$ cat config.mk
export PLATFORM = sky130hd
export DESIGN_NAME = serdes_link
export DESIGN_NICKNAME = d
export VERILOG_FILES = /design/src/hdl/serdes_pkg.sv /design/src/hdl/isi_channel.sv /design/src/hdl/pam4_rx.sv /design/src/hdl/pam4_tx.sv /design/src/hdl/prbs_checker.sv /design/src/hdl/prbs_gen.sv /design/src/hdl/serdes_link.sv
export SDC_FILE = /design/constraint.sdc
export NUM_CORES = 1
export LEC_CHECK = 0
export BUFFER_PORTS_ARGS = -buffer_cell sky130_fd_sc_hd__buf_4
export CAP_MARGIN = 20
export CORE_AREA = 2 2 148 150
export CTS_CLUSTER_DIAMETER = 50
export CTS_CLUSTER_SIZE = 16
export DETAILED_ROUTE_END_ITERATION = 12
export DIE_AREA = 0 0 150 152
export PLACE_DENSITY = 0.8
export SLEW_MARGIN = 25
export SYNTH_ARGS = -nofsm -noshare
export SYNTH_HDL_FRONTEND = slang
export SYNTH_SLANG_ARGS = --single-unit
$ cat constraint.sdc
create_clock -name clock -period 7 [get_ports clock]
set_input_delay 0.35 -clock clock [delete_from_list [all_inputs] [get_ports clock]]
set_output_delay 0.35 -clock clock [all_outputs]
set_load 0.02 [all_outputs]
$ cat src/hdl/serdes_pkg.sv
`default_nettype none

package serdes_pkg;

    localparam int LVL_W      = 8;   // signed voltage sample
    localparam int COEF_W     = 8;   // signed tap coefficient
    localparam int COEF_FRAC  = 6;   // 64 == unity gain
    localparam int NUM_TAPS   = 3;   // h0 main, h1/h2 post-cursors
    localparam int TAP_IDX_W  = 2;
    localparam int LEVEL_UNIT = 32;  // one level step
    localparam int PRBS_ORDER = 7;   // x^7 + x^6 + 1
    localparam int CNT_W      = 16;

    // derived sizes
    localparam int ACC_W  = LVL_W + COEF_W + 2;     // room for three products
    localparam int SEED_W = $clog2(PRBS_ORDER);     // seed bit counter in checker
    localparam int H0_UNITY = 1 << COEF_FRAC;       // main tap after reset

    localparam int LVL_MAX = (2 ** (LVL_W - 1)) - 1;
    localparam int LVL_MIN = -(2 ** (LVL_W - 1));

    // transmit levels, -96 / -32 / +32 / +96
    localparam logic signed [LVL_W-1:0] LVL_M3 = LVL_W'(-3 * LEVEL_UNIT);
    localparam logic signed [LVL_W-1:0] LVL_M1 = LVL_W'(-1 * LEVEL_UNIT);
    localparam logic signed [LVL_W-1:0] LVL_P1 = LVL_W'(LEVEL_UNIT);
    localparam logic signed [LVL_W-1:0] LVL_P3 = LVL_W'(3 * LEVEL_UNIT);

    typedef enum logic [1:0] {
        SYM_M3 = 2'd0,
        SYM_M1 = 2'd1,
        SYM_P1 = 2'd2,
        SYM_P3 = 2'd3
    } pam4_sym_e;

    typedef enum logic {
        LOAD_TAPS = 1'b0,  // coefficient stream open
        RUN       = 1'b1   // traffic flows
    } chan_state_e;

    // gray map, first bit of the pair is the msb
    function automatic pam4_sym_e gray_encode(input logic [1:0] bits);
        case (bits)
            2'b00:   return SYM_M3;
            2'b01:   return SYM_M1;
            2'b11:   return SYM_P1;
            default: return SYM_P3;
        endcase
    endfunction

    function automatic logic [1:0] gray_decode(input pam4_sym_e sym);
        case (sym)
            SYM_M3:  return 2'b00;
            SYM_M1:  return 2'b01;
            SYM_P1:  return 2'b11;
            default: return 2'b10;
        endcase
    endfunction

    function automatic logic signed [LVL_W-1:0] sym_level(input pam4_sym_e sym);
        case (sym)
            SYM_M3:  return LVL_M3;
            SYM_M1:  return LVL_M1;
            SYM_P1:  return LVL_P1;
            default: return LVL_P3;
        endcase
    endfunction

endpackage

`default_nettype wire

$ cat src/hdl/isi_channel.sv
`timescale 1ns/10ps
`default_nettype none

module isi_channel (
    input  wire logic clock,
    input  wire logic reset_n,

    // coefficient stream
    input  wire logic                                  coef_valid,
    output logic                                       coef_ready,
    input  wire logic [serdes_pkg::TAP_IDX_W-1:0]      coef_index,
    input  wire logic signed [serdes_pkg::COEF_W-1:0]  coef_data,
    input  wire logic                                  coef_last,

    // from transmitter
    input  wire logic signed [serdes_pkg::LVL_W-1:0]   tx_level,
    input  wire logic                                  tx_level_valid,
    output logic                                       tx_level_ready,

    // to receiver
    output logic signed [serdes_pkg::LVL_W-1:0]        ch_level,
    output logic                                       ch_level_valid,
    input  wire logic                                  ch_level_ready
);

    serdes_pkg::chan_state_e state;

    logic signed [serdes_pkg::COEF_W-1:0] h [serdes_pkg::NUM_TAPS];
    logic signed [serdes_pkg::LVL_W-1:0]  x1;   // previous sample
    logic signed [serdes_pkg::LVL_W-1:0]  x2;   // two back

    logic signed [serdes_pkg::ACC_W-1:0] acc;
    logic signed [serdes_pkg::ACC_W-1:0] scaled;
    logic signed [serdes_pkg::LVL_W-1:0] sat_level;

    logic coef_xfer;
    logic in_xfer;

    assign coef_ready = (state == serdes_pkg::LOAD_TAPS);
    assign coef_xfer  = coef_valid && coef_ready;

    // no traffic until taps are loaded; hold input while output is stuck
    assign tx_level_ready = (state == serdes_pkg::RUN) && (!ch_level_valid || ch_level_ready);
    assign in_xfer        = tx_level_valid && tx_level_ready;

    // fir sum, all signed
    always_comb begin
        acc    = h[0] * tx_level + h[1] * x1 + h[2] * x2;
        scaled = acc >>> serdes_pkg::COEF_FRAC;   // back to level units

        if (scaled > serdes_pkg::LVL_MAX) begin
            sat_level = serdes_pkg::LVL_W'(serdes_pkg::LVL_MAX);
        end else if (scaled < serdes_pkg::LVL_MIN) begin
            sat_level = serdes_pkg::LVL_W'(serdes_pkg::LVL_MIN);
        end else begin
            sat_level = scaled[serdes_pkg::LVL_W-1:0];
        end
    end

    // tap load fsm
    always_ff @(posedge clock) begin
        if (!reset_n) begin
            state <= serdes_pkg::LOAD_TAPS;
            h[0]  <= serdes_pkg::COEF_W'(serdes_pkg::H0_UNITY);  // identity channel
            h[1]  <= '0;
            h[2]  <= '0;
        end else begin
            case (state)
                serdes_pkg::LOAD_TAPS: begin
                    if (coef_xfer) begin
                        // index 3 has no tap, dropped
                        if (coef_index < serdes_pkg::TAP_IDX_W'(serdes_pkg::NUM_TAPS)) begin
                            h[coef_index] <= coef_data;
                        end
                        if (coef_last) begin
                            state <= serdes_pkg::RUN;
                        end
                    end
                end
                default: state <= serdes_pkg::RUN;   // stays until reset
            endcase
        end
    end

    // history and output register
    always_ff @(posedge clock) begin
        if (!reset_n) begin
            x1             <= '0;   // quiet line before first symbol
            x2             <= '0;
            ch_level_valid <= 1'b0;
        end else begin
            if (in_xfer) begin
                x1             <= tx_level;
                x2             <= x1;
                ch_level_valid <= 1'b1;
            end else if (ch_level_ready) begin
                ch_level_valid <= 1'b0;
            end
        end
    end

    always_ff @(posedge clock) begin
        if (in_xfer) begin
            ch_level <= sat_level;   // one cycle after the input transfer
        end
    end

endmodule

`default_nettype wire

$ cat src/hdl/pam4_rx.sv
`timescale 1ns/10ps
`default_nettype none

module pam4_rx (
    input  wire logic clock,
    input  wire logic reset_n,

    // same coefficient stream the channel sees
    input  wire logic                                  coef_valid,
    input  wire logic                                  coef_ready,
    input  wire logic [serdes_pkg::TAP_IDX_W-1:0]      coef_index,
    input  wire logic signed [serdes_pkg::COEF_W-1:0]  coef_data,
    input  wire logic                                  coef_last,

    input  wire logic signed [serdes_pkg::LVL_W-1:0]   ch_level,
    input  wire logic                                  ch_level_valid,
    output logic                                       ch_level_ready,

    output logic rx_bit,
    output logic rx_bit_valid
);

    serdes_pkg::chan_state_e state;   // tracks whether coefficients are valid

    logic signed [serdes_pkg::COEF_W-1:0] h [serdes_pkg::NUM_TAPS];
    logic signed [serdes_pkg::LVL_W-1:0]  d1;   // last decided level
    logic signed [serdes_pkg::LVL_W-1:0]  d2;

    logic signed [serdes_pkg::ACC_W-1:0] fb_sum;
    logic signed [serdes_pkg::ACC_W-1:0] eq;
    logic signed [serdes_pkg::ACC_W-1:0] thr;
    serdes_pkg::pam4_sym_e sym;

    logic [1:0] bit_sr;     // msb goes out first
    logic [1:0] bits_left;
    logic coef_xfer;
    logic in_xfer;

    assign coef_xfer      = coef_valid && coef_ready;
    assign ch_level_ready = (bits_left == 2'd0);   // busy until both bits sent
    assign in_xfer        = ch_level_valid && ch_level_ready;

    assign rx_bit       = bit_sr[1];
    assign rx_bit_valid = (bits_left != 2'd0);

    // dfe: cancel post-cursors, then slice at -h0 / 0 / +h0
    always_comb begin
        fb_sum = h[1] * d1 + h[2] * d2;
        eq     = ch_level - (fb_sum >>> serdes_pkg::COEF_FRAC);
        thr    = h[0];

        if (eq < -thr) begin
            sym = serdes_pkg::SYM_M3;
        end else if (eq < 0) begin
            sym = serdes_pkg::SYM_M1;
        end else if (eq < thr) begin
            sym = serdes_pkg::SYM_P1;
        end else begin
            sym = serdes_pkg::SYM_P3;
        end
    end

    // local coefficient copy, written on the channel's transfer
    always_ff @(posedge clock) begin
        if (!reset_n) begin
            state <= serdes_pkg::LOAD_TAPS;
            h[0]  <= serdes_pkg::COEF_W'(serdes_pkg::H0_UNITY);
            h[1]  <= '0;
            h[2]  <= '0;
        end else if (state == serdes_pkg::LOAD_TAPS && coef_xfer) begin
            if (coef_index < serdes_pkg::TAP_IDX_W'(serdes_pkg::NUM_TAPS)) begin
                h[coef_index] <= coef_data;
            end
            if (coef_last) begin
                state <= serdes_pkg::RUN;
            end
        end
    end

    // decision history and bit serializer
    always_ff @(posedge clock) begin
        if (!reset_n) begin
            d1        <= '0;   // matches the channel's empty history
            d2        <= '0;
            bit_sr    <= '0;
            bits_left <= '0;
        end else if (in_xfer) begin
            bit_sr    <= serdes_pkg::gray_decode(sym);
            bits_left <= 2'd2;
            if (state == serdes_pkg::RUN) begin
                d1 <= serdes_pkg::sym_level(sym);   // ideal level, not the noisy sample
                d2 <= d1;
            end
        end else if (bits_left != 2'd0) begin
            bit_sr    <= {bit_sr[0], 1'b0};
            bits_left <= bits_left - 2'd1;
        end
    end

endmodule

`default_nettype wire

$ cat src/hdl/pam4_tx.sv
`timescale 1ns/10ps
`default_nettype none

module pam4_tx (
    input  wire logic clock,
    input  wire logic reset_n,

    input  wire logic tx_bit,
    input  wire logic tx_bit_valid,
    output logic      tx_bit_ready,

    output logic signed [serdes_pkg::LVL_W-1:0] tx_level,
    output logic                                tx_level_valid,
    input  wire logic                           tx_level_ready
);

    logic have_first;    // msb of the pair already taken
    logic first_bit;
    logic bit_xfer;
    logic level_xfer;
    serdes_pkg::pam4_sym_e sym;

    assign tx_bit_ready = !tx_level_valid;   // stall while a level waits
    assign bit_xfer     = tx_bit_valid && tx_bit_ready;
    assign level_xfer   = tx_level_valid && tx_level_ready;

    // pair -> symbol, only meaningful on the second bit
    assign sym = serdes_pkg::gray_encode({first_bit, tx_bit});

    always_ff @(posedge clock) begin
        if (!reset_n) begin
            have_first     <= 1'b0;
            tx_level_valid <= 1'b0;
        end else begin
            if (bit_xfer) begin
                have_first <= !have_first;
            end

            if (bit_xfer && have_first) begin
                tx_level_valid <= 1'b1;     // level out one cycle after second bit
            end else if (level_xfer) begin
                tx_level_valid <= 1'b0;
            end
        end
    end

    // payload regs
    always_ff @(posedge clock) begin
        if (bit_xfer && !have_first) begin
            first_bit <= tx_bit;
        end
        if (bit_xfer && have_first) begin
            tx_level <= serdes_pkg::sym_level(sym);  // held until taken
        end
    end

endmodule

`default_nettype wire

$ cat src/hdl/prbs_checker.sv
`timescale 1ns/10ps
`default_nettype none

module prbs_checker (
    input  wire logic clock,
    input  wire logic reset_n,
    input  wire logic rx_bit,
    input  wire logic rx_bit_valid,   // always accepted
    output logic      locked,
    output logic [serdes_pkg::CNT_W-1:0] error_count,
    output logic [serdes_pkg::CNT_W-1:0] bit_count
);

    logic [serdes_pkg::PRBS_ORDER-1:0] lfsr;
    logic [serdes_pkg::SEED_W-1:0]     seed_cnt;   // bits shifted in before lock
    logic predict;

    assign predict = lfsr[6] ^ lfsr[5];   // same taps as the generator

    always_ff @(posedge clock) begin
        if (!reset_n) begin
            lfsr        <= '0;
            seed_cnt    <= '0;
            locked      <= 1'b0;
            error_count <= '0;
            bit_count   <= '0;
        end else if (rx_bit_valid) begin
            if (!locked) begin
                // self-seed from the line
                lfsr     <= {lfsr[serdes_pkg::PRBS_ORDER-2:0], rx_bit};
                seed_cnt <= seed_cnt + 1'b1;
                if (seed_cnt == serdes_pkg::SEED_W'(serdes_pkg::PRBS_ORDER - 1)) begin
                    locked <= 1'b1;   // seventh bit
                end
            end else begin
                // free-running, so one bad bit gives one error
                lfsr <= {lfsr[serdes_pkg::PRBS_ORDER-2:0], predict};

                if (bit_count != '1) begin
                    bit_count <= bit_count + 1'b1;   // saturating
                end
                if (rx_bit != predict && error_count != '1) begin
                    error_count <= error_count + 1'b1;
                end
            end
        end
    end

endmodule

`default_nettype wire

$ cat src/hdl/prbs_gen.sv
`timescale 1ns/10ps
`default_nettype none

module prbs_gen (
    input  wire logic clock,
    input  wire logic reset_n,
    input  wire logic prbs_en,
    input  wire logic inject_error,   // one-cycle pulse
    output logic      tx_bit,
    output logic      tx_bit_valid,
    input  wire logic tx_bit_ready
);

    logic [serdes_pkg::PRBS_ORDER-1:0] lfsr;
    logic feedback;
    logic inj_pending;   // flip the next transferred bit
    logic xfer;

    // x^7 + x^6 + 1
    assign feedback = lfsr[6] ^ lfsr[5];

    // presented bit is the one about to be shifted in, so a checker
    // shifting received bits sees the same state
    assign tx_bit       = feedback ^ inj_pending;
    assign tx_bit_valid = prbs_en;
    assign xfer         = tx_bit_valid && tx_bit_ready;

    always_ff @(posedge clock) begin
        if (!reset_n) begin
            lfsr <= '1;   // all-ones seed
        end else if (xfer) begin
            lfsr <= {lfsr[serdes_pkg::PRBS_ORDER-2:0], feedback};  // clean bit, not the flipped one
        end
    end

    always_ff @(posedge clock) begin
        if (!reset_n) begin
            inj_pending <= 1'b0;
        end else if (inject_error) begin
            inj_pending <= 1'b1;   // pulse during a transfer hits the following bit
        end else if (xfer) begin
            inj_pending <= 1'b0;
        end
    end

endmodule

`default_nettype wire

$ cat src/hdl/serdes_link.sv
`timescale 1ns/10ps
`default_nettype none

module serdes_link (
    input  wire logic clock,
    input  wire logic reset_n,

    input  wire logic prbs_en,
    input  wire logic inject_error,

    input  wire logic                                  coef_valid,
    output logic                                       coef_ready,
    input  wire logic [serdes_pkg::TAP_IDX_W-1:0]      coef_index,
    input  wire logic signed [serdes_pkg::COEF_W-1:0]  coef_data,
    input  wire logic                                  coef_last,

    output logic                         locked,
    output logic [serdes_pkg::CNT_W-1:0] error_count,
    output logic [serdes_pkg::CNT_W-1:0] bit_count
);

    // bit stream
    logic tx_bit;
    logic tx_bit_valid;
    logic tx_bit_ready;

    // transmit levels
    logic signed [serdes_pkg::LVL_W-1:0] tx_level;
    logic tx_level_valid;
    logic tx_level_ready;

    // channel output
    logic signed [serdes_pkg::LVL_W-1:0] ch_level;
    logic ch_level_valid;
    logic ch_level_ready;

    // recovered bits
    logic rx_bit;
    logic rx_bit_valid;

    prbs_gen u_prbs_gen (
        .clock        (clock),
        .reset_n      (reset_n),
        .prbs_en      (prbs_en),
        .inject_error (inject_error),
        .tx_bit       (tx_bit),
        .tx_bit_valid (tx_bit_valid),
        .tx_bit_ready (tx_bit_ready)
    );

    pam4_tx u_pam4_tx (
        .clock          (clock),
        .reset_n        (reset_n),
        .tx_bit         (tx_bit),
        .tx_bit_valid   (tx_bit_valid),
        .tx_bit_ready   (tx_bit_ready),
        .tx_level       (tx_level),
        .tx_level_valid (tx_level_valid),
        .tx_level_ready (tx_level_ready)
    );

    // channel owns coef_ready
    isi_channel u_isi_channel (
        .clock          (clock),
        .reset_n        (reset_n),
        .coef_valid     (coef_valid),
        .coef_ready     (coef_ready),
        .coef_index     (coef_index),
        .coef_data      (coef_data),
        .coef_last      (coef_last),
        .tx_level       (tx_level),
        .tx_level_valid (tx_level_valid),
        .tx_level_ready (tx_level_ready),
        .ch_level       (ch_level),
        .ch_level_valid (ch_level_valid),
        .ch_level_ready (ch_level_ready)
    );

    // receiver snoops the same coefficient transfers
    pam4_rx u_pam4_rx (
        .clock          (clock),
        .reset_n        (reset_n),
        .coef_valid     (coef_valid),
        .coef_ready     (coef_ready),
        .coef_index     (coef_index),
        .coef_data      (coef_data),
        .coef_last      (coef_last),
        .ch_level       (ch_level),
        .ch_level_valid (ch_level_valid),
        .ch_level_ready (ch_level_ready),
        .rx_bit         (rx_bit),
        .rx_bit_valid   (rx_bit_valid)
    );

    prbs_checker u_prbs_checker (
        .clock        (clock),
        .reset_n      (reset_n),
        .rx_bit       (rx_bit),
        .rx_bit_valid (rx_bit_valid),
        .locked       (locked),
        .error_count  (error_count),
        .bit_count    (bit_count)
    );

endmodule

`default_nettype wire

==> out/metrics.cfg <==
[synthesis]
ys_top_cells_by_area = ha_1, edfxtp_1, fa_1, dfxtp_1, inv_1
ys.flop_type = dfxtp_1
yosys_warnings = 0
synth_edf_count = 59
ys_ff_latch = 131
synth_cells = 1265
ys_types = 63
synthArstFlopShare_pct = 0
synth_top_area_share_pct = 20.3
yosysSeqAreaShare_pct = 26.6
syn-num-nets = 1556
synth_area_leader_cell = ha_1
syn_avg_cell_area_sq_um = 9.53
synth_area_sq_mm = 0.0121

[final_layout]
final_common_cell = ha_1
final_cell_mix = ha_1, inv_1, nand2_1
final_area_sq_mm = 0.0138
area_growth_pct = 14.2
antenna_cells = 0
fin_nets = 1638
drive_gt1_share_pct = 14.0

[run]
max_cap_violations = 0

[critical_path]
max_stage_delay_ns = 0.55
critPathLaunchType = register
cp_max_fo = 3
cpMostUsedCell = fa_1
worstRegToRegCells = 31
crit_required_ns = 7.34
crit_start = u_pam4_rx.h[2][4]
critPathSlowestCell = fa_1
rr_startpoint = u_pam4_rx.h[2][4]
regToRegSetupSlack_ns = -0.24
arrival_ns = 7.58
cp-end-kind = register
regToRegEndpoint = u_pam4_rx.d1[7]
path_class = reg -> reg

[sta]
fin_ws_ns = -0.239
slew_viol_final = 0
max_freq_mhz = 138
min_period_over_period_pct = 103
rsz0062_at_grt = yes
hold_viol_final = 0
slew_headroom_pct = 40.0
fin_skew_ns = 0.0102
finalCriticalPeriod_ns = 7.24
tightestPinTransition_ns = 0.896
setup_viol = 4
setup-tns-final_ns = -0.877

[clocking]
root_buffer = clkbuf_16
cts_sinks = 131
cts-buffers-inserted = 17
clk_latency_ns = 0.42
postCtsHoldBufs = 0
clk_pin_slew_ns = 0.06
cts_tree = done
h-tree-depth = 4
cts_buffer_depth = 2

[global_route]
grt_antenna_before_repair = 0
grt_first_pass_wirelength_microns = 41100
grt_usage_pct = 22.0
globalRouteOverflowTotal = 0
grt_max_degree = 83
grt_pass1_vias = 8913

[routing]
met3RoutedLength_microns = 992
firstDrtPassIters = 5
route.met2.wl_microns = 11600
drc = 0
routed.top_layer = met4
routedWlPerCell_microns = 14.7
dr_total_vias = 8724
drt_iter0_drc = 432
totalWireLength_microns = 24100
wl_met1_microns = 11000
viasPerCell = 5.32
ant_nets = 0

[pwr]
peakVddDrop_uv = 151
p_leak_uw = 0.00682
cellPowerDensity_mw_per_mm2 = 148

[floorplanning]
die_area_sq_mm = 0.0228
fp.dieW_microns = 150
ios = 50
core_sq_mm = 0.0214
start_util_pct = 56.5
die_height_microns = 152
fp-row-count = 54

[outcome]
violations = negative setup slack
outcome = finished, violations left

[hold_path]
worstHoldStart = inject_error
whs_path_depth = 3
min_path_type = in -> reg
min_to = u_prbs_gen.inj_pending

[placement]
gp_congestion = 0.894
portBuffers = 49
hpwl_microns = 18600
postPlaceCellArea_sq_mm = 0.0129

==> worst max path at each step <==
stage / to
after CTS: u_pam4_rx.d1[7]
after detailed placement: u_pam4_rx.bit_sr[0]
after global routing: u_pam4_rx.d1[7]
final: u_pam4_rx.d1[7]
after global placement: u_pam4_rx.bit_sr[1]
after floorplan: u_pam4_rx.bit_sr[1]
==> layout make-up <==
cell class,instances,area [sq um]
inverters,174,653
clock buffers,18,439
well taps,280,350
multi-input cells,930,8290
clock inverters,14,118
fillers,1643,7570
repair buffers,93,706
flip-flops and latches,131,3220
==> per-stage QoR <==
stage,instances,hold slack [ns],utilization [%],setup WS [ns],total power [uW]
after floorplan,1265,0.440,-,0.000220,1140
after global placement,1599,0.451,60.7,-0.128,1210
after detailed placement,1599,0.454,60.7,-0.401,1220
after CTS,1640,0.175,64.3,-0.0760,2050
after global routing,1640,0.184,64.5,-0.509,2150
final,1640,0.176,64.5,-0.239,2050
==> worst max-delay path: cells and delay by family, from the launching register on <==
kind	cells	cell delay [ns]
fa+ha+maj	9	3.44
compound gates	10	1.64
simple gates	6	1.01
buf+inv	5	0.49
flops	1	0.44
xor+xnor	1	0.13
==> cells in the mapped netlist (all sizes together), types with 27 or more instances <==
| cell | count |
|---|---|
| a21boi | 29 |
| a21oi | 38 |
| and2 | 102 |
| dfxtp | 72 |
| edfxtp | 59 |
| fa | 79 |
| ha | 196 |
| inv | 174 |
| nand2 | 119 |
| nand2b | 27 |
| nand3 | 28 |
| nor2 | 32 |
| nor2b | 31 |
| o21ai | 34 |
| xnor2 | 55 |
==> power breakdown <==
part | leakage, uW | internal (uW) | switching, uW
combinational | 0.00536 | 161 | 208
clock | 0.000275 | 472 | 355
sequential | 0.00118 | 829 | 20.7
total | 0.00682 | 1460 | 583
==> state kept, by name, indices dropped and copies added, names as in the netlist, 2 cells and up <==
register                    cells
u_isi_channel.ch_level          8
u_isi_channel.h                24
u_isi_channel.x1                3
u_isi_channel.x2                3
u_pam4_rx.bit_sr                2
u_pam4_rx.bits_left             2
u_pam4_rx.d1                    3
u_pam4_rx.d2                    3
u_pam4_rx.h                    24
u_pam4_tx.tx_level              2
u_prbs_checker.bit_count       16
u_prbs_checker.error_count     16
u_prbs_checker.lfsr             7
u_prbs_checker.seed_cnt         3
u_prbs_gen.lfsr                 7
==> metal layers <==
metal | track usage [%] | vias to the layer above
met2 | 37.4 | 168
met5 | 0 | -
met1 | 28.9 | 4140
met4 | 5.80 | 0
li1 | - | 4384
met3 | 4.14 | 32
==> cells by family after synthesis <==
group                      after synthesis  share of synthesized area [%]
and+or+nand+nor                        412                           18.2
adders and majority gates              275                           33.4
buffers and inverters                  204                           6.62
AOI/OAI and AO/OA                      161                           8.94
DFF                                    131                           26.6
xor gates and xnor gates                80                           5.99
muxes                                    2                          0.187
==> timing repair <==
| item | 4_1_cts | 5_1_grt |
|---|---|---|
| setup endpoints to repair | 4 | 11 |
| resized for setup | 29 | 11 |
| buffers inserted | 9 | 0 |
| pin swaps | 41 | 8 |
Power figures use the tool's default switching activity.
